<file path="src/hw/compress_pkg.sv">
// Coefficients are assumed already reduced below MLKEM_Q; results stay unpacked in 12-bit lanes
`default_nettype none

package compress_pkg;

    // ML-KEM parameters
    localparam int MLKEM_K = 4;
    localparam int MLKEM_N = 256;
    localparam int MLKEM_Q = 3329;

    // Memory geometry
    localparam int COEFF_W        = 12;
    localparam int MEM_ADDR_W     = 10;
    localparam int MEM_DATA_W     = 48;
    localparam int MEM_DEPTH      = 1 << MEM_ADDR_W;
    localparam int COEFF_PER_WORD = MEM_DATA_W / COEFF_W;
    localparam int POLY_WORDS     = MLKEM_K * MLKEM_N / COEFF_PER_WORD;
    localparam logic [MEM_ADDR_W-1:0] POLY_LAST_OFS = MEM_ADDR_W'(POLY_WORDS - 1);

    // Compression arithmetic
    // Numerator x*2^d + q/2 stays below 2^23 for x < q and d <= 11
    localparam int CMP_HALF_Q      = MLKEM_Q / 2;
    localparam int CMP_NUM_W       = 23;
    localparam int CMP_RECIP_W     = 24;
    localparam int CMP_PROD_W      = CMP_NUM_W + CMP_RECIP_W;
    localparam int CMP_RECIP_SHIFT = 35;
    // ceil(2^35 / q), exact quotient for every numerator below 2^23
    localparam logic [CMP_RECIP_W-1:0] CMP_RECIP_M = 24'd10321340;

    typedef enum logic [2:0] {
        CMP_D1  = 3'd0,
        CMP_D4  = 3'd1,
        CMP_D5  = 3'd2,
        CMP_D10 = 3'd3,
        CMP_D11 = 3'd4
    } compress_mode_e;

    typedef enum logic {
        CMP_RD_IDLE,
        CMP_RD_MEM
    } cmp_read_state_e;

    typedef enum logic {
        CMP_WR_IDLE,
        CMP_WR_MEM
    } cmp_write_state_e;

    // Number of output bits d for a mode
    function automatic logic [3:0] cmp_mode_bits(compress_mode_e mode);
        logic [3:0] d;
        case (mode)
            CMP_D4:  d = 4'd4;
            CMP_D5:  d = 4'd5;
            CMP_D10: d = 4'd10;
            CMP_D11: d = 4'd11;
            default: d = 4'd1;
        endcase
        return d;
    endfunction

endpackage

`default_nettype wire

</file>
<file path="src/hw/compress_ctrl.sv">
// Run parameters are latched on the accepted cmp_enable; a strobe while busy is dropped
`timescale 1ns/1ps
`default_nettype none

module compress_ctrl
    import compress_pkg::*;
(
    input  logic                  clk,
    input  logic                  reset_n,
    input  logic                  zeroize,
    input  logic                  cmp_enable,
    input  logic [MEM_ADDR_W-1:0] src_base_addr,
    input  logic [MEM_ADDR_W-1:0] dest_base_addr,
    input  compress_mode_e        mode,
    input  logic                  ready,
    output logic                  rd_en,
    output logic [MEM_ADDR_W-1:0] rd_addr,
    output logic                  wr_en,
    output logic [MEM_ADDR_W-1:0] wr_addr,
    output compress_mode_e        mode_q,
    output logic                  done
);

    logic [MEM_ADDR_W-1:0] src_base_q;
    logic [MEM_ADDR_W-1:0] dest_base_q;
    logic                  last_rd;
    logic                  last_wr;
    logic                  rst_rd_addr;
    logic                  incr_rd_addr;
    logic                  rst_wr_addr;
    logic                  incr_wr_addr;
    logic                  run_start;

    cmp_read_state_e  read_fsm_ps, read_fsm_ns;
    cmp_write_state_e write_fsm_ps, write_fsm_ns;

    // Run parameters
    always_ff @(posedge clk or negedge reset_n) begin
        if (!reset_n) begin
            src_base_q  <= '0;
            dest_base_q <= '0;
            mode_q      <= CMP_D1;
        end else if (zeroize) begin
            src_base_q  <= '0;
            dest_base_q <= '0;
            mode_q      <= CMP_D1;
        end else if (run_start) begin
            src_base_q  <= src_base_addr;
            dest_base_q <= dest_base_addr;
            mode_q      <= mode;
        end
    end

    // Source address counter, holds on the last word
    always_ff @(posedge clk or negedge reset_n) begin
        if (!reset_n) begin
            rd_addr <= '0;
        end else if (zeroize) begin
            rd_addr <= '0;
        end else if (rst_rd_addr) begin
            rd_addr <= src_base_addr;
        end else if (incr_rd_addr && !last_rd) begin
            rd_addr <= rd_addr + 1'b1;
        end
    end

    // Destination address counter
    always_ff @(posedge clk or negedge reset_n) begin
        if (!reset_n) begin
            wr_addr <= '0;
        end else if (zeroize) begin
            wr_addr <= '0;
        end else if (rst_wr_addr) begin
            wr_addr <= dest_base_q;
        end else if (incr_wr_addr && !last_wr) begin
            wr_addr <= wr_addr + 1'b1;
        end
    end

    always_comb begin
        last_rd = (rd_addr == MEM_ADDR_W'(src_base_q + POLY_LAST_OFS));
        last_wr = (wr_addr == MEM_ADDR_W'(dest_base_q + POLY_LAST_OFS));
        done    = (read_fsm_ps == CMP_RD_IDLE) && (write_fsm_ps == CMP_WR_IDLE);
        rd_en   = (read_fsm_ps == CMP_RD_MEM);
        wr_en   = (write_fsm_ps == CMP_WR_MEM);
        // Writes may still be pending after the reads end
        run_start = done && cmp_enable;
    end

    // Read FSM
    always_ff @(posedge clk or negedge reset_n) begin
        if (!reset_n) begin
            read_fsm_ps <= CMP_RD_IDLE;
        end else if (zeroize) begin
            read_fsm_ps <= CMP_RD_IDLE;
        end else begin
            read_fsm_ps <= read_fsm_ns;
        end
    end

    always_comb begin
        read_fsm_ns  = read_fsm_ps;
        rst_rd_addr  = 1'b0;
        incr_rd_addr = 1'b0;
        case (read_fsm_ps)
            CMP_RD_IDLE: begin
                rst_rd_addr = 1'b1;
                if (run_start) begin
                    read_fsm_ns = CMP_RD_MEM;
                end
            end
            CMP_RD_MEM: begin
                incr_rd_addr = 1'b1;
                if (last_rd) begin
                    read_fsm_ns = CMP_RD_IDLE;
                end
            end
            default: read_fsm_ns = CMP_RD_IDLE;
        endcase
    end

    // Write FSM, started by the first result from the unit
    always_ff @(posedge clk or negedge reset_n) begin
        if (!reset_n) begin
            write_fsm_ps <= CMP_WR_IDLE;
        end else if (zeroize) begin
            write_fsm_ps <= CMP_WR_IDLE;
        end else begin
            write_fsm_ps <= write_fsm_ns;
        end
    end

    always_comb begin
        write_fsm_ns = write_fsm_ps;
        rst_wr_addr  = 1'b0;
        incr_wr_addr = 1'b0;
        case (write_fsm_ps)
            CMP_WR_IDLE: begin
                rst_wr_addr = 1'b1;
                if (ready && !done) begin
                    write_fsm_ns = CMP_WR_MEM;
                end
            end
            CMP_WR_MEM: begin
                incr_wr_addr = 1'b1;
                if (last_wr) begin
                    write_fsm_ns = CMP_WR_IDLE;
                end
            end
            default: write_fsm_ns = CMP_WR_IDLE;
        endcase
    end

    // Writes only start two cycles behind the first read
    a_wr_after_rd: assert property (@(posedge clk) disable iff (!reset_n || zeroize)
        $rose(wr_en) |-> $past(rd_en, 2));

    a_rd_in_run: assert property (@(posedge clk) disable iff (!reset_n || zeroize)
        rd_en |-> (MEM_ADDR_W'(rd_addr - src_base_q) <= POLY_LAST_OFS));

endmodule

`default_nettype wire

</file>
<file path="config.mk">
export PLATFORM = sky130hd
export DESIGN_NAME = compress_ctrl
export DESIGN_NICKNAME = d
export VERILOG_FILES = /design/src/hw/compress_pkg.sv /design/src/hw/compress_ctrl.sv
export SDC_FILE = /design/constraint.sdc
export NUM_CORES = 1
export LEC_CHECK = 0
export BUFFER_PORTS_ARGS = -buffer_cell sky130_fd_sc_hd__buf_2
export CAP_MARGIN = 20
export CORE_MARGIN = 2
export CORE_UTILIZATION = 60
export CTS_BUF_LIST = sky130_fd_sc_hd__clkbuf_8 sky130_fd_sc_hd__clkbuf_16
export CTS_CLUSTER_SIZE = 14
export DETAILED_ROUTE_END_ITERATION = 16
export GPL_ROUTABILITY_DRIVEN = 0
export GPL_TIMING_DRIVEN = 0
export PLACE_DENSITY = 0.85
export SYNTH_ARGS = -nofsm -noshare
export SYNTH_HDL_FRONTEND = slang
export SYNTH_SLANG_ARGS = --single-unit
</file>
<file path="constraint.sdc">
create_clock -name clk -period 5.41 [get_ports clk]
set_clock_uncertainty 0.05 [all_clocks]
set_input_delay 0 -clock clk [delete_from_list [all_inputs] [get_ports clk]]
set_output_delay 0 -clock clk [all_outputs]
set_load 0.02 [all_outputs]
</file>
* Word level (Yosys, flattened, before mapping) *
Cells that the tools add are included.

word-level totals
  flip-flop bits (word level) = 45
  bits of input ports = 28

operators by class
  $add $sub $neg = 4
  eq/ne operators = 4
  muxes and demuxes = 22
  bitwise logic cells = 2
  reduce and logical (&&, ||, !) cells = 9

operators with widths
  cell                                           count
  2-to-1 mux 10 bit                              10
  adder 10 x 1 -> 10 bit, second input constant  2
  adder 10 x 8 -> 10 bit, second input constant  2
  equality test 10 bit                           2
  2-to-1 mux 1 bit                               8
  2-to-1 mux 3 bit                               2
  != test 3 x 2 -> 1 bit, second input constant  2
  logical AND 1 bit                              5
  case mux 1 bit (2 select lines)                2
  logical NOT 1 bit                              3
  NOT 1 bit                                      2
  nonzero test 2 bit                             1

* Longest topological paths before layout *
Gate-level depths: netlist of the first run.

  depth in word-level cells = 7
  mapped depth = 11

* Worst setup path after synthesis of the first run *
No wires, ideal clock.

  path type = register -> register
  start point = reg dest_base_q[0]
  end point = reg wr_addr[8]
  arrival = 2610 ps
  data required time = 5259 ps
  slack = 2649 ps
  cell stages (with the launch flop) = 11
  buffers on the path = 1
  path through = dfrtp_1 inv_1 ha_1 or3b_1 or4_1 a2111oi_0 and3_1 buf_4 nand2_4 and4_1 nor4_1

on the way
  cells in the longest elaborated chain, start to end = 5

ends and longest elaborated chain
  what                                     line                 source
  from (decl)                              compress_ctrl.sv:25  logic [MEM_ADDR_W-1:0] dest_base_q;
  from (signal assigned)                   compress_ctrl.sv:49  dest_base_q <= dest_base_addr;
  adder 10 x 8 -> 10 bit                   compress_ctrl.sv:82  last_wr = (wr_addr == MEM_ADDR_W'(dest_base_q + POLY_LAST_OFS));
  equality test 10 bit                     compress_ctrl.sv:82
  logical NOT 1 bit                        compress_ctrl.sv:75  end else if (incr_wr_addr && !last_wr) begin
  logical AND 1 bit                        compress_ctrl.sv:75
  != test 3 x 2 -> 1 bit (no source line)  -
  to (signal assigned)                     compress_ctrl.sv:74  wr_addr <= dest_base_q;
  to (signal assigned)                     compress_ctrl.sv:76  wr_addr <= wr_addr + 1'b1;
  to (decl)                                compress_ctrl.sv:19  output logic [MEM_ADDR_W-1:0] wr_addr,

No other way between the ends.
A chain may end at the register's enable or synchronous reset.

* Worst setup path after layout of the first run *
  start point = reg dest_base_q[0]
  end point = reg wr_addr[2]

Same word-level chain as after synthesis.

==> results by stage, run 1 <==
Clock network:
- The number of levels the H-tree was split into is 2.
- Counting along the longest clock path gives a buffer depth of 2.
- The sink count of the clock tree is 45.
- In this run the clock root is driven by a clkbuf_8.
- The number of buffers created by CTS is 5.
- The CTS clock-pin slew for the worst setup and hold paths is 0.09 ns.
- The TritonCTS clock tree is yes.
- At the later pin of the worst-skew pair, clock insertion delay measures slightly above 0.3 ns.
- In this run the post-CTS setup repair buffer count came out at 0.
- Post-CTS repair changed the size of 0 cells.

Floorplan:
- The site row count is 25.
- The total die area is about 5300 um^2.
- The overall die height is 72.7 um.
- The initial standard-cell utilization of the core is 0.612.
- The floorplan step set the die width to 72.7 um.
- The area inside the core boundary is between 4000 and 5000 um^2.
- The number of top-level pins is 54.

Global routing:
- For this run, the total global-route usage over all layers was measured as 0.302.
- The first global-routing pass estimated about 12,000 um of wire.
- The via count of the first global-routing pass is 2,694.
- The number of antenna violations at the first check in global routing is 0.
- The pin count of the biggest net entering global routing is 46.
- The total overflow left after global routing is 0.

Critical path:
- The critical-path maximum fanout is 7.
- The worst setup path is of the flop to flop kind.
- The path depth of the worst reg2reg path is 10.
- The launching element type of the critical path is a flop.
- The arrival time of data at the critical path endpoint is ~3.3 ns.
- The worst setup path is captured at a flop.
- Data on the critical path is required at its endpoint by 5.57 ns.

Synth:
- The distinct cell type count of the synthesized netlist is 51.
- In the synthesized netlist the async set-or-reset flop fraction comes to 1.00.
- In the synthesized netlist the dominant register cell turns out to be dfrtp_1.
- The post-synthesis cell area is 2830 um^2.
- The portion of the post-synthesis area used by sequential elements is 0.397.
- The count of warnings emitted by yosys is 0.
- The net count after synthesis is 368.
- The per-instance average area after synthesis is 8.43 um^2.
- The gate count of the mapped netlist is 336.
- The synthesis-stage register bit count is 45.
- The number of enable flip-flop cells after synthesis is 0.

Power:
- The share of total power dissipated in combinational logic is 0.264.
- The share of total power dissipated in the clock network is 0.301.
- Of the total power, registers draw 0.435.
- For this design the ratio of total power to cell area is 254 nW/um^2.
- In this run the power spent charging and discharging nets is between 200 and 300 uW.
- The cell leakage power is 1.61 nW.
- The design internal power is 614 uW.
- The maximum vdd drop is 0.177 mV.
- Of the total power, the share spent switching nets is 0.323.

Placement:
- The wire-length estimate of the detail-placed layout is 5190 um.
- The number of port buffers is 53.
- Before CTS, the worst setup slack after placement is roughly 2.3 ns.

STA:
- The actual transition at the worst max-transition pin is slightly above 0.9 ns.
- Of the available clock period, the critical path in the final layout requires 0.587.
- Setup slack on the critical path of the routed design comes to 2.23 ns.
- The maximum frequency from static timing analysis is roughly 310 MHz.
- Setup violations remaining at the end of the flow were counted as 0.
- Setup repair after global routing left no endpoint under its margin.
- The final critical-path required period is roughly 3.2 ns.
- The hold violation count in the final report is 0.
- The setup TNS is 0 ns.
- The total count of max-transition violations in the final report was 0.
- The headroom to the max-slew limit is 0.381.

Route:
- Dividing the detail-routed via count by the number of cells gives 5.91.
- After detailed routing, the number of remaining DRC violations is 0.
- The average wire length per cell after detail routing is 15.8 um.
- The length of the first detailed-routing pass in iterations is 5.
- The routed design has between 7000 and 8000 um of wire.
- The vias after detailed routing is ~2,800.
- The residual antenna-violating net count after detailed routing is 0.
- For this block, the initial DRC count from the detailed router was 214.

Final layout:
- The antenna cell count is 0.
- The area growth from synthesis to layout is 25.9%.
- Of the cells placed in the final design, the portion with a size suffix greater than 1 is 0.163.
- The final layout net count is 455.

Flow run:
- Across the run, the number of max-cap violations was 0.

Min path:
- Counting instances, the worst hold path has a depth of 4.
- The min-delay analysis places its worst path in the category input pin to flop.

Status:
- The run finished with clean final reports.
==> registers in the layout (all words and copies together), names as in the netlist <==
signal and count:
dest_base_q 10, mode_q 3, rd_addr 10, rd_en 1
src_base_q 10, wr_addr 10, wr_en 1
==> synth_stat cells (3+ instances only) <==
cell type | number | area share
ha_1 | 4 | 0.018
clkbuf_1 | 17 | 0.023
buf_2 | 3 | 0.0053
and3_1 | 9 | 0.020
a211oi_1 | 9 | 0.024
nand2_1 | 56 | 0.074
xnor2_1 | 25 | 0.077
nand3b_1 | 4 | 0.011
o21ai_0 | 10 | 0.018
nand2b_1 | 4 | 0.0088
inv_1 | 13 | 0.017
or4_1 | 4 | 0.011
o31ai_1 | 3 | 0.0079
a21oi_1 | 30 | 0.053
nand4_1 | 7 | 0.015
dfrtp_1 | 45 | 0.40
a221oi_1 | 3 | 0.0093
mux2i_1 | 4 | 0.014
and4_1 | 4 | 0.012
and2_1 | 5 | 0.011
nor4_1 | 5 | 0.011
a311oi_1 | 4 | 0.012
nor2_1 | 22 | 0.029
nor3_1 | 6 | 0.011
xor2_1 | 4 | 0.012
a21boi_0 | 4 | 0.011
==> stage by stage <==
step           std cells  total power, mW  cell area, um^2   util  hold WS, ns
2_1_floorplan        336            0.547             2830      -       -0.346
3_3_place_gp         443            0.612             3170  0.684        0.167
3_5_place_dp         443            0.620             3170  0.684        0.173
4_1_cts              477            0.904             3550  0.766       0.0227
5_1_grt              478            0.950             3570  0.771       0.0488
6_report             478            0.907             3570  0.771       0.0268
==> placed cells by master, fill, tap and decap left out, types with 2 or more instances in the layout <==
cell,synthesis,final
nor4_1,5,5
mux2i_1,4,4
and2_1,5,5
inv_1,13,13
nand3_1,2,2
clkbuf_8,0,6
dfrtp_1,45,45
clkbuf_1,17,17
and4_1,4,4
o31ai_1,3,3
ha_1,4,4
nor2b_1,2,2
a221oi_1,3,3
or3_1,2,2
nand4_1,7,7
a21oi_1,30,30
a311oi_1,4,4
a31o_1,2,2
xor2_1,4,4
buf_2,3,56
nor2_1,22,22
o31a_1,2,2
a31oi_1,2,2
nand2_1,56,56
xnor2_1,25,25
a211oi_1,9,9
and3_1,9,9
nor3b_1,2,2
or4_1,4,4
o21ai_0,10,10
nand2b_1,4,4
a21boi_0,4,4
nand3b_1,4,4
dlygate4sd3_1,0,26
nor3_1,6,6
==> worst max-delay path: stages, from the launching register on <==
cell	delay [ns]
dfrtp_1	0.41
inv_1	0.10
ha_1	0.19
or3b_1	0.41
or4_1	0.49
a2111oi_0	0.45
and3_1	0.23
buf_4	0.16
a21boi_0	0.11
xnor2_1	0.21
a211oi_1	0.27
==> final timing paths <==
| kind | startpoint | end | slack, ns |
|---|---|---|---|
| min reg2reg | mode_q[0]$_DFFE_PN0P_ | mode_q[0]$_DFFE_PN0P_ | 0.47 |
| max reg2reg | dest_base_q[0]$_DFFE_PN0P_ | wr_addr[2]$_DFFE_PN0P_ | 2.23 |
| max in group asynchronous | reset_n | mode_q[0]$_DFFE_PN0P_ | 4.70 |
| max | dest_base_q[0]$_DFFE_PN0P_ | wr_addr[2]$_DFFE_PN0P_ | 2.23 |
| min | cmp_enable | dest_base_q[2]$_DFFE_PN0P_ | 0.03 |
| min in group asynchronous | reset_n | dest_base_q[3]$_DFFE_PN0P_ | 0.11 |
==> cells by family (layout without fill, tap and decap cells) <==
kind of cell	after synthesis	count (layout)	synth area share
buffers and inverters	35	123	0.0490
XOR/XNOR	29	29	0.0896
flip-flops	45	45	0.397
AND/OR/NAND/NOR	141	141	0.253
adder cells (fa/ha/maj)	4	4	0.0177
multiplexers	4	4	0.0141
AO/OA/AOI/OAI	78	78	0.179
==> area by class of cell <==
| cell class | count | area, um^2 |
|---|---|---|
| buffer | 22 | 90.1 |
| sequential | 45 | 1130 |
| timing repair buffer | 80 | 546 |
| tap | 54 | 67.6 |
| fill | 339 | 1060 |
| inverter | 13 | 48.8 |
| multi-input combinational | 256 | 1570 |
| clock buffer | 6 | 82.6 |
| clock inverter | 2 | 37.5 |
==> per-layer routing <==
layer | GRT usage | up-vias | wire length (um)
met5 | 0 | - | 0
met4 | 0.101 | 0 | 95
met3 | 0.0470 | 11 | 381
met2 | 0.495 | 94 | 3680
met1 | 0.410 | 1354 | 3420
li1 | - | 1364 | -
==> power by group through the flow <==
stage / Combinational (mW) / Sequential [mW] / Clock (mW)
6_report: 0.239 / 0.395 / 0.273
4_1_cts: 0.236 / 0.393 / 0.274
3_5_place_dp: 0.220 / 0.400 / 0
3_3_place_gp: 0.213 / 0.399 / 0
5_1_grt: 0.265 / 0.399 / 0.286
2_1_floorplan: 0.138 / 0.409 / 0
==> repair_timing <==
action,in CTS,in global routing
hold endpoints to repair,78,0
setup endpoints to repair,0,0
hold buffers,26,0
Power figures use the tool's default switching activity.
==> run 2, diff against run 1 <==
--- a/config.mk
+++ b/config.mk
@@ -8,13 +8,13 @@
 export BUFFER_PORTS_ARGS = -buffer_cell sky130_fd_sc_hd__buf_2
 export CAP_MARGIN = 20
 export CORE_MARGIN = 2
-export CORE_UTILIZATION = 60
+export CORE_UTILIZATION = 56
 export CTS_BUF_LIST = sky130_fd_sc_hd__clkbuf_8 sky130_fd_sc_hd__clkbuf_16
 export CTS_CLUSTER_SIZE = 14
 export DETAILED_ROUTE_END_ITERATION = 16
 export GPL_ROUTABILITY_DRIVEN = 0
 export GPL_TIMING_DRIVEN = 0
-export PLACE_DENSITY = 0.85
+export PLACE_DENSITY = 0.81
 export SYNTH_ARGS = -nofsm -noshare
 export SYNTH_HDL_FRONTEND = slang
 export SYNTH_SLANG_ARGS = --single-unit
==> constraint.sdc (replaced) <==
create_clock -name clk -period 3.1 [get_ports clk]
set_clock_uncertainty 0.05 [all_clocks]
set_input_delay 0 -clock clk [delete_from_list [all_inputs] [get_ports clk]]
set_output_delay 0 -clock clk [all_outputs]
set_load 0.02 [all_outputs]
==> run 2 against run 1 <==
  * Critical path depth unchanged
  * Sequential share of layout area shrank 0.60 points
  * Hold slack better by 0.0019 ns
  * Design area up 1.9%
  * Final cell count rose by 2.7%
  * Critical path type unchanged
  * Largest cell class unchanged
  * Largest power group unchanged
==> results by stage, run 2 (synthesis gave the netlist of run 1 again) <==
Critical path:
- The worst setup path endpoint is wr_addr[8]$_DFFE_PN0P_.
- The critical path's slowest cell is or4_4.
- The signal on the critical path passes through inv_1 -> ha_2 -> or3b_4 -> or4_4 -> a2111oi_4 -> and3_1 -> buf_6 -> nand2_4 -> and4_1 -> nor4_2.
- The critical path required time is 3.25 ns (-2.32 ns).
- The end of the worst register-to-register path is wr_addr[8]$_DFFE_PN0P_.
- The critical-path maximum fanout is 8 (+1).
- The startpoint identified for the worst register-to-register timing path is dest_base_q[0]$_DFFE_PN0P_.
- The arrival time of data at the critical path endpoint was 3.17 ns (-0.16 ns).
- The path depth of the worst reg2reg path is 10 (unchanged).
- The register-to-register path setup slack is 0.09 ns (-2.15 ns).
- Tracing the worst setup path back leads to its startpoint at dest_base_q[0]$_DFFE_PN0P_.
- The critical path class is flop to flop.
- The peak per-stage delay on the critical path is 0.50 ns (about the same).
- The element type at the critical path end is a flop.
- STA classifies the critical path startpoint as a flop.

STA:
- The final critical-path required period is 3.01 ns (-0.161 ns).
- The total count of max-transition violations in the final report came to 0 (unchanged).
- The actual transition at the worst max-transition pin was 0.691 ns (-0.238 ns).
- The setup TNS is 0 ns (unchanged).
- The headroom to the max-slew limit came to 0.540 (+0.159).
- The final worst slack is 0.0860 ns (-2.15 ns).
- The maximum frequency from static timing analysis is 332 MHz (+5.4%).
- The number of setup violations in the final report is 0 (unchanged).
- The hold violation count in the final report is 0 (unchanged).
- The post-route clock period utilization is 0.972 (+0.385).

Flow run:
- The max-capacitance violation count is 0 (unchanged).

Clock network:
- The CTS clock-pin slew for the worst setup and hold paths is 0.08 ns (about the same).
- The sink count of the clock tree was 45 (unchanged).
- The clock network latency to the later pin of the worst-skew pair came to 0.29 ns (-0.02 ns).
- The number of levels the H-tree was split into came to 2 (unchanged).
- CTS placed an instance of clkbuf_8 at the clock tree root.
- The maximum buffer depth of the clock tree was 2 (unchanged).
- TritonCTS built the clock tree.
- The number of buffers created by CTS was 5 (unchanged).

Global routing:
- The overflow left after global routing is 0 (unchanged).
- The first-pass GRT wire length is 12,600 um (+1.8%).
- The all-layer global routing usage was 0.292 (-0.00974).
- The pin count of the biggest net entering global routing is 46 (unchanged).
- The number of antenna violations at the first check in global routing came to 0 (unchanged).
- The via count of the first global-routing pass is 2,648 (-1.7%).

Floorplan:
- The total die area is 5650 um^2 (+6.8%).
- The overall die height came to 75.1 um (+3.3%).
- The die span in x is 75.1 um (+3.3%).
- The site row count is 25 (unchanged).
- The number of top-level pins is 54 (unchanged).
- The initial standard-cell utilization of the core is 0.588 (-0.0239).
- The area inside the core boundary is 4820 um^2 (+4.1%).

Final layout:
- The antenna cell count is 0 (unchanged).
- The ratio of cells with drive above 1 in the final layout is 0.182 (+0.0189).
- The post-layout utilization of the core is 0.755 (-0.0157).
- The library cell used most frequently in the layout, excluding fill and tap cells, is nand2_1.
- The final layout net count was 456 (+0.22%).
- In the layout the commonest cells are 56 x nand2_1, 54 x buf_2, 45 x dfrtp_1.
- The final instance area is 3640 um^2 (+1.9%).
- The post-synthesis to final-layout area growth is 28.3%.

Route:
- The count of routing violations after the opening detailed-route iteration came to 206 (-3.7%).
- The length of the first detailed-routing pass in iterations is 5 (unchanged).
- The average wire length per cell after detail routing is 15.7 um (-1.0%).
- The post-route DRC violation count is 0 (unchanged).
- The via-per-instance ratio is 5.86 (-0.72%).
- The residual antenna-violating net count after detailed routing is 0 (unchanged).
- The vias after detailed routing is 2,879 (+2.0%).
- The total wire length after detailed routing was 7700 um (+1.7%).

Power:
- The cell leakage power is 1.62 nW (+0.56%).
- The power share of the sequential group was 0.443 (+0.008).
- The ratio of total power to cell area is 429 nW/um^2 (+68%).
- The switching power total is 506 uW (+73%).
- The maximum vdd drop came to 0.351 mV (+98%).
- The share of total power consumed by net switching is 0.324 (+0.00154).
- The design internal power came to 1.05 mW (+71%).
- The part of the total power dissipated in combinational logic is 0.279 (+0.015).
- The clock share of power is 0.278 (-0.023).

Placement:
- The number of port buffers came to 53 (unchanged).
- The placed standard-cell area was 3180 um^2 (+0.51%).
- The post-placement worst setup slack is -0.0752 ns (-2.34 ns).
- The post-detailed-placement half-perimeter wirelength is 5240 um (+0.96%).

Status:
- The run finished with clean final reports.

Min path:
- The min-delay analysis places its worst path in the category input pin to flop.
run 2: cell types whose count changed in the layout (fill, tap and decap cells not counted), sizes merged:
cell / change
buf: -1
clkbuf: +1
clkinv: +1
clkinvlp: -1
run 2: worst min path at each step:
stage	start	endpoint	slack, ns	cells past startpoint
after floorplan	reset_n	dest_base_q[0]$_DFFE_PN0P_	-0.35	0
after global placement	reset_n	dest_base_q[6]$_DFFE_PN0P_	0.17	1
after detailed placement	reset_n	dest_base_q[7]$_DFFE_PN0P_	0.17	1
after CTS	cmp_enable	dest_base_q[2]$_DFFE_PN0P_	0.03	4
after global routing	cmp_enable	dest_base_q[1]$_DFFE_PN0P_	0.06	4
final	cmp_enable	dest_base_q[2]$_DFFE_PN0P_	0.03	4
run 2: what timing repair did:
item / in CTS / in global routing
endpoints found under the setup margin: 5 / 14
resized for setup: 2 / 12
hold buffers: 26 / 0
endpoints found under the hold margin: 78 / 0
buffers inserted: 0 / 1
pin swaps: 0 / 4
run 2: area by class of cell:
type                    instances  area (um^2)
multi-input cells             256         1620
fillers                       382         1180
flip-flops and latches         45         1130
repair buffers                 81          553
plain buffers                  22         98.8
well taps                      67         83.8
clock buffers                   5         68.8
inverters                      13         48.8
clock inverters                 2         35.0
run 2: stage by stage:
stage | power (mW) | instances | hold WS [ns]
after floorplan | 0.955 | 336 | -0.346
after global placement | 1.07 | 456 | 0.172
after detailed placement | 1.08 | 456 | 0.174
after CTS | 1.54 | 489 | 0.0265
after global routing | 1.64 | 491 | 0.0586
final | 1.56 | 491 | 0.0287
run 2: power groups by stage:
stage / clock [mW] / combinational, mW / sequential (mW)
after floorplan: 0 / 0.241 / 0.714
after global placement: 0 / 0.374 / 0.697
after detailed placement: 0 / 0.382 / 0.699
after CTS: 0.441 / 0.412 / 0.687
after global routing: 0.468 / 0.480 / 0.697
final: 0.434 / 0.435 / 0.690
run 2: worst max-delay path, delay by kind of cell (launching register included):
kind,cells,cell delay (ns)
AOI/OAI and AO/OA,1,0.37
adders and majority gates,1,0.20
and+or+nand+nor,6,1.67
buffers and inverters,2,0.22
DFF,1,0.41
run 2: routing by layer:
metal / global-route usage / share of wire / up-vias / wire length [um]
met1: 0.425 / 0.45 / 1388 / 3490
met4: 0.0663 / 0.012 / 0 / 93
met3: 0.0388 / 0.054 / 12 / 415
li1: - / - / 1365 / -
met5: 0 / 0 / - / 0
met2: 0.468 / 0.48 / 114 / 3710
==> run 3, diff against run 2 <==
==> constraint.sdc (replaced) <==
create_clock -name clk -period 3.3 [get_ports clk]
set_clock_uncertainty 0.05 [all_clocks]
set_input_delay 0 -clock clk [delete_from_list [all_inputs] [get_ports clk]]
set_output_delay 0 -clock clk [all_outputs]
set_load 0.02 [all_outputs]
==> run 3 against run 2 <==
  * Power is 7.1% lower
  * Fmax is 3.0% lower
  * Global-route usage hardly changed
  * Critical path depth stayed put
  * Register-to-register slack better by 0.11 ns
  * Clock power is 6.0% lower
  * Die area stayed put
  * Design area is 1.7% lower
  * Largest power group unchanged
  * Highest routed layer unchanged
==> results by stage, run 3 (synthesis gave the netlist of run 1 again) <==
Status:
- The flow ran to the end, and the final reports show no timing, DRC or antenna violations.

STA:
- The setup TNS came to 0 ns (unchanged).
- The final hold slack is 0.0262 ns (-0.00255 ns).
- The hold violation count in the final report came to 0 (unchanged).
- Setup repair after global routing left no endpoint under its margin.
- The post-route clock period utilization was 0.941 (-0.0311).
- The final critical-path required period is 3.11 ns (+0.0919 ns).
- The total count of max-transition violations in the final report is 0 (unchanged).
- The number of setup violations in the final report is 0 (unchanged).
- The headroom to the max-slew limit is 0.552 (+0.0120).
- The maximum frequency from static timing analysis came to 322 MHz (-3.0%).
- The actual transition at the worst max-transition pin came to 0.673 ns (-0.0179 ns).

Power:
- The clock share of power is 0.282 (+0.004).
- The cell leakage power came to 1.60 nW (-0.77%).
- The design internal power was 982 uW (-6.7%).
- The part of the total power dissipated in combinational logic is 0.271 (-0.008).
- The ratio of total power to cell area came to 405 nW/um^2 (-5.5%).
- The switching power total is 465 uW (-8.1%).
- The power share of the sequential group is 0.447 (+0.004).
- The maximum vdd drop is 0.329 mV (-6.1%).
- The post-layout total power came to 1.45 mW (-7.1%).
- The share of total power consumed by net switching is 0.321 (-0.00322).

Placement:
- The placed standard-cell area came to 3180 um^2 (unchanged).
- The number of port buffers is 53 (unchanged).
- The post-detailed-placement half-perimeter wirelength is 5240 um (unchanged).

Clock network:
- The CTS clock-pin slew for the worst setup and hold paths is 0.09 ns (about the same).
- The number of levels the H-tree was split into is 2 (unchanged).
- The clock network latency to the later pin of the worst-skew pair was 0.29 ns (about the same).
- TritonCTS built the clock tree.
- The sink count of the clock tree is 45 (unchanged).
- The maximum buffer depth of the clock tree is 2 (unchanged).
- The number of buffers created by CTS is 5 (unchanged).
- In this run the clock root is driven by a clkbuf_8.

Critical path:
- The most critical setup path has its startpoint at dest_base_q[0]$_DFFE_PN0P_.
- The worst setup path is captured at a flop.
- The setup path with the least slack is of type flop to flop.
- The arrival time of data at the critical path endpoint was 3.26 ns (+0.09 ns).
- The critical path required time is 3.45 ns (+0.20 ns).
- The critical-path maximum fanout was 8 (unchanged).
- The launching element type of the critical path is a flop.
- The worst register-to-register path begins at dest_base_q[0]$_DFFE_PN0P_.

Min path:
- The worst hold path class is input pin to flop.
- The startpoint of the most critical hold path is cmp_enable.

Final layout:
- The ratio of cells with drive above 1 in the final layout is 0.163 (-0.0185).
- The post-synthesis to final-layout area growth is 26.1%.
- The final layout net count is 455 (-0.22%).
- The library cells used most frequently in the layout, excluding fill and tap cells, are 56 x buf_2, 56 x nand2_1, 45 x dfrtp_1.
- The post-layout utilization of the core is 0.742 (-0.0127).
- The antenna cell count is 0 (unchanged).
- The final instance area is 3570 um^2 (-1.7%).

Global routing:
- The via count of the first global-routing pass is 2,646 (-0.076%).
- The pin count of the biggest net entering global routing is 46 (unchanged).
- The number of antenna violations at the first check in global routing is 0 (unchanged).
- The all-layer global routing usage was 0.292 (about the same).
- The first-pass GRT wire length is 12,600 um (-0.11%).
- The overflow left after global routing was 0 (unchanged).

Floorplan:
- The site row count is 25 (unchanged).
- The initial standard-cell utilization of the core is 0.588 (unchanged).
- The area inside the core boundary came to 4820 um^2 (unchanged).
- The overall die height is 75.1 um (unchanged).
- The die span in x is 75.1 um (unchanged).
- The total die area was 5650 um^2 (unchanged).
- The number of top-level pins was 54 (unchanged).

Route:
- The count of routing violations after the opening detailed-route iteration was 151 (-27%).
- The vias after detailed routing is 2,815 (-2.2%).
- The post-route DRC violation count was 0 (unchanged).
- The total wire length after detailed routing is 7560 um (-1.8%).
- The length of the first detailed-routing pass in iterations is 5 (unchanged).
- The residual antenna-violating net count after detailed routing was 0 (unchanged).
- The average wire length per cell after detail routing is 15.4 um (-1.6%).
- The via-per-instance ratio is 5.74 (-2.0%).

Flow run:
- The max-capacitance violation count was 0 (unchanged).
## run 3: changes by cell type in the layout (fill, tap and decap cells not counted), sizes merged
| cell | before | now |
|---|---|---|
| clkbuf | 24 | 22 |
| buf | 58 | 59 |
## run 3: cell type report
class                   count  area (um^2)
plain buffers              22         90.1
clock buffers               5         68.8
clock inverters             2         35.0
fillers                   394         1240
inverters                  13         48.8
multi-input cells         256         1580
flip-flops and latches     45         1130
well taps                  67         83.8
repair buffers             80          546
## run 3: path summary, 6_finish.rpt
kind	endpoint	slack [ns]	cells after the start
worst max-delay path	wr_addr[7]$_DFFE_PN0P_	0.19	10
worst min-delay path	dest_base_q[2]$_DFFE_PN0P_	0.03	4
worst max register to register	wr_addr[7]$_DFFE_PN0P_	0.19	10
worst min register to register	mode_q[2]$_DFFE_PN0P_	0.47	2
max in group asynchronous	src_base_q[6]$_DFFE_PN0P_	2.61	3
min in group asynchronous	rd_addr[1]$_DFFE_PN0P_	0.10	2
## run 3: layer usage
layer | vias up | global-route usage | share of wire
met5 | - | 0 | 0
met4 | 0 | 0.0663 | 0.014
met3 | 13 | 0.0388 | 0.054
met2 | 113 | 0.467 | 0.48
met1 | 1332 | 0.425 | 0.45
li1 | 1357 | - | -
## run 3: critical path, cell delays in order (launching register included)
cell	delay, ns
dfrtp_1	0.42
inv_1	0.08
ha_1	0.20
or3b_1	0.39
or4_1	0.48
a2111oi_1	0.47
and3_1	0.21
buf_4	0.16
nand2_4	0.10
and4_1	0.25
nor4_1	0.22
## run 3: per-stage QoR
stage | setup slack (ns) | cells
6_report | 0.194 | 490
4_1_cts | 0.140 | 489
2_1_floorplan | 0.539 | 336
3_3_place_gp | 0.234 | 456
3_5_place_dp | 0.125 | 456
5_1_grt | 0.00391 | 490
## run 3: power groups by stage
stage	Combinational (mW)	Sequential (mW)	Clock [mW]
3_3_place_gp	0.351	0.655	0
4_1_cts	0.384	0.646	0.414
5_1_grt	0.436	0.654	0.439
6_report	0.392	0.647	0.408
3_5_place_dp	0.359	0.656	0
2_1_floorplan	0.226	0.671	0
## run 3: repair_timing
| action | CTS | global route |
|---|---|---|
| endpoints found under the setup margin | 0 | 8 |
| hold endpoints to repair | 78 | 0 |
| buffers inserted | 0 | 0 |
| resized for setup | 0 | 2 |
| hold buffers | 26 | 0 |
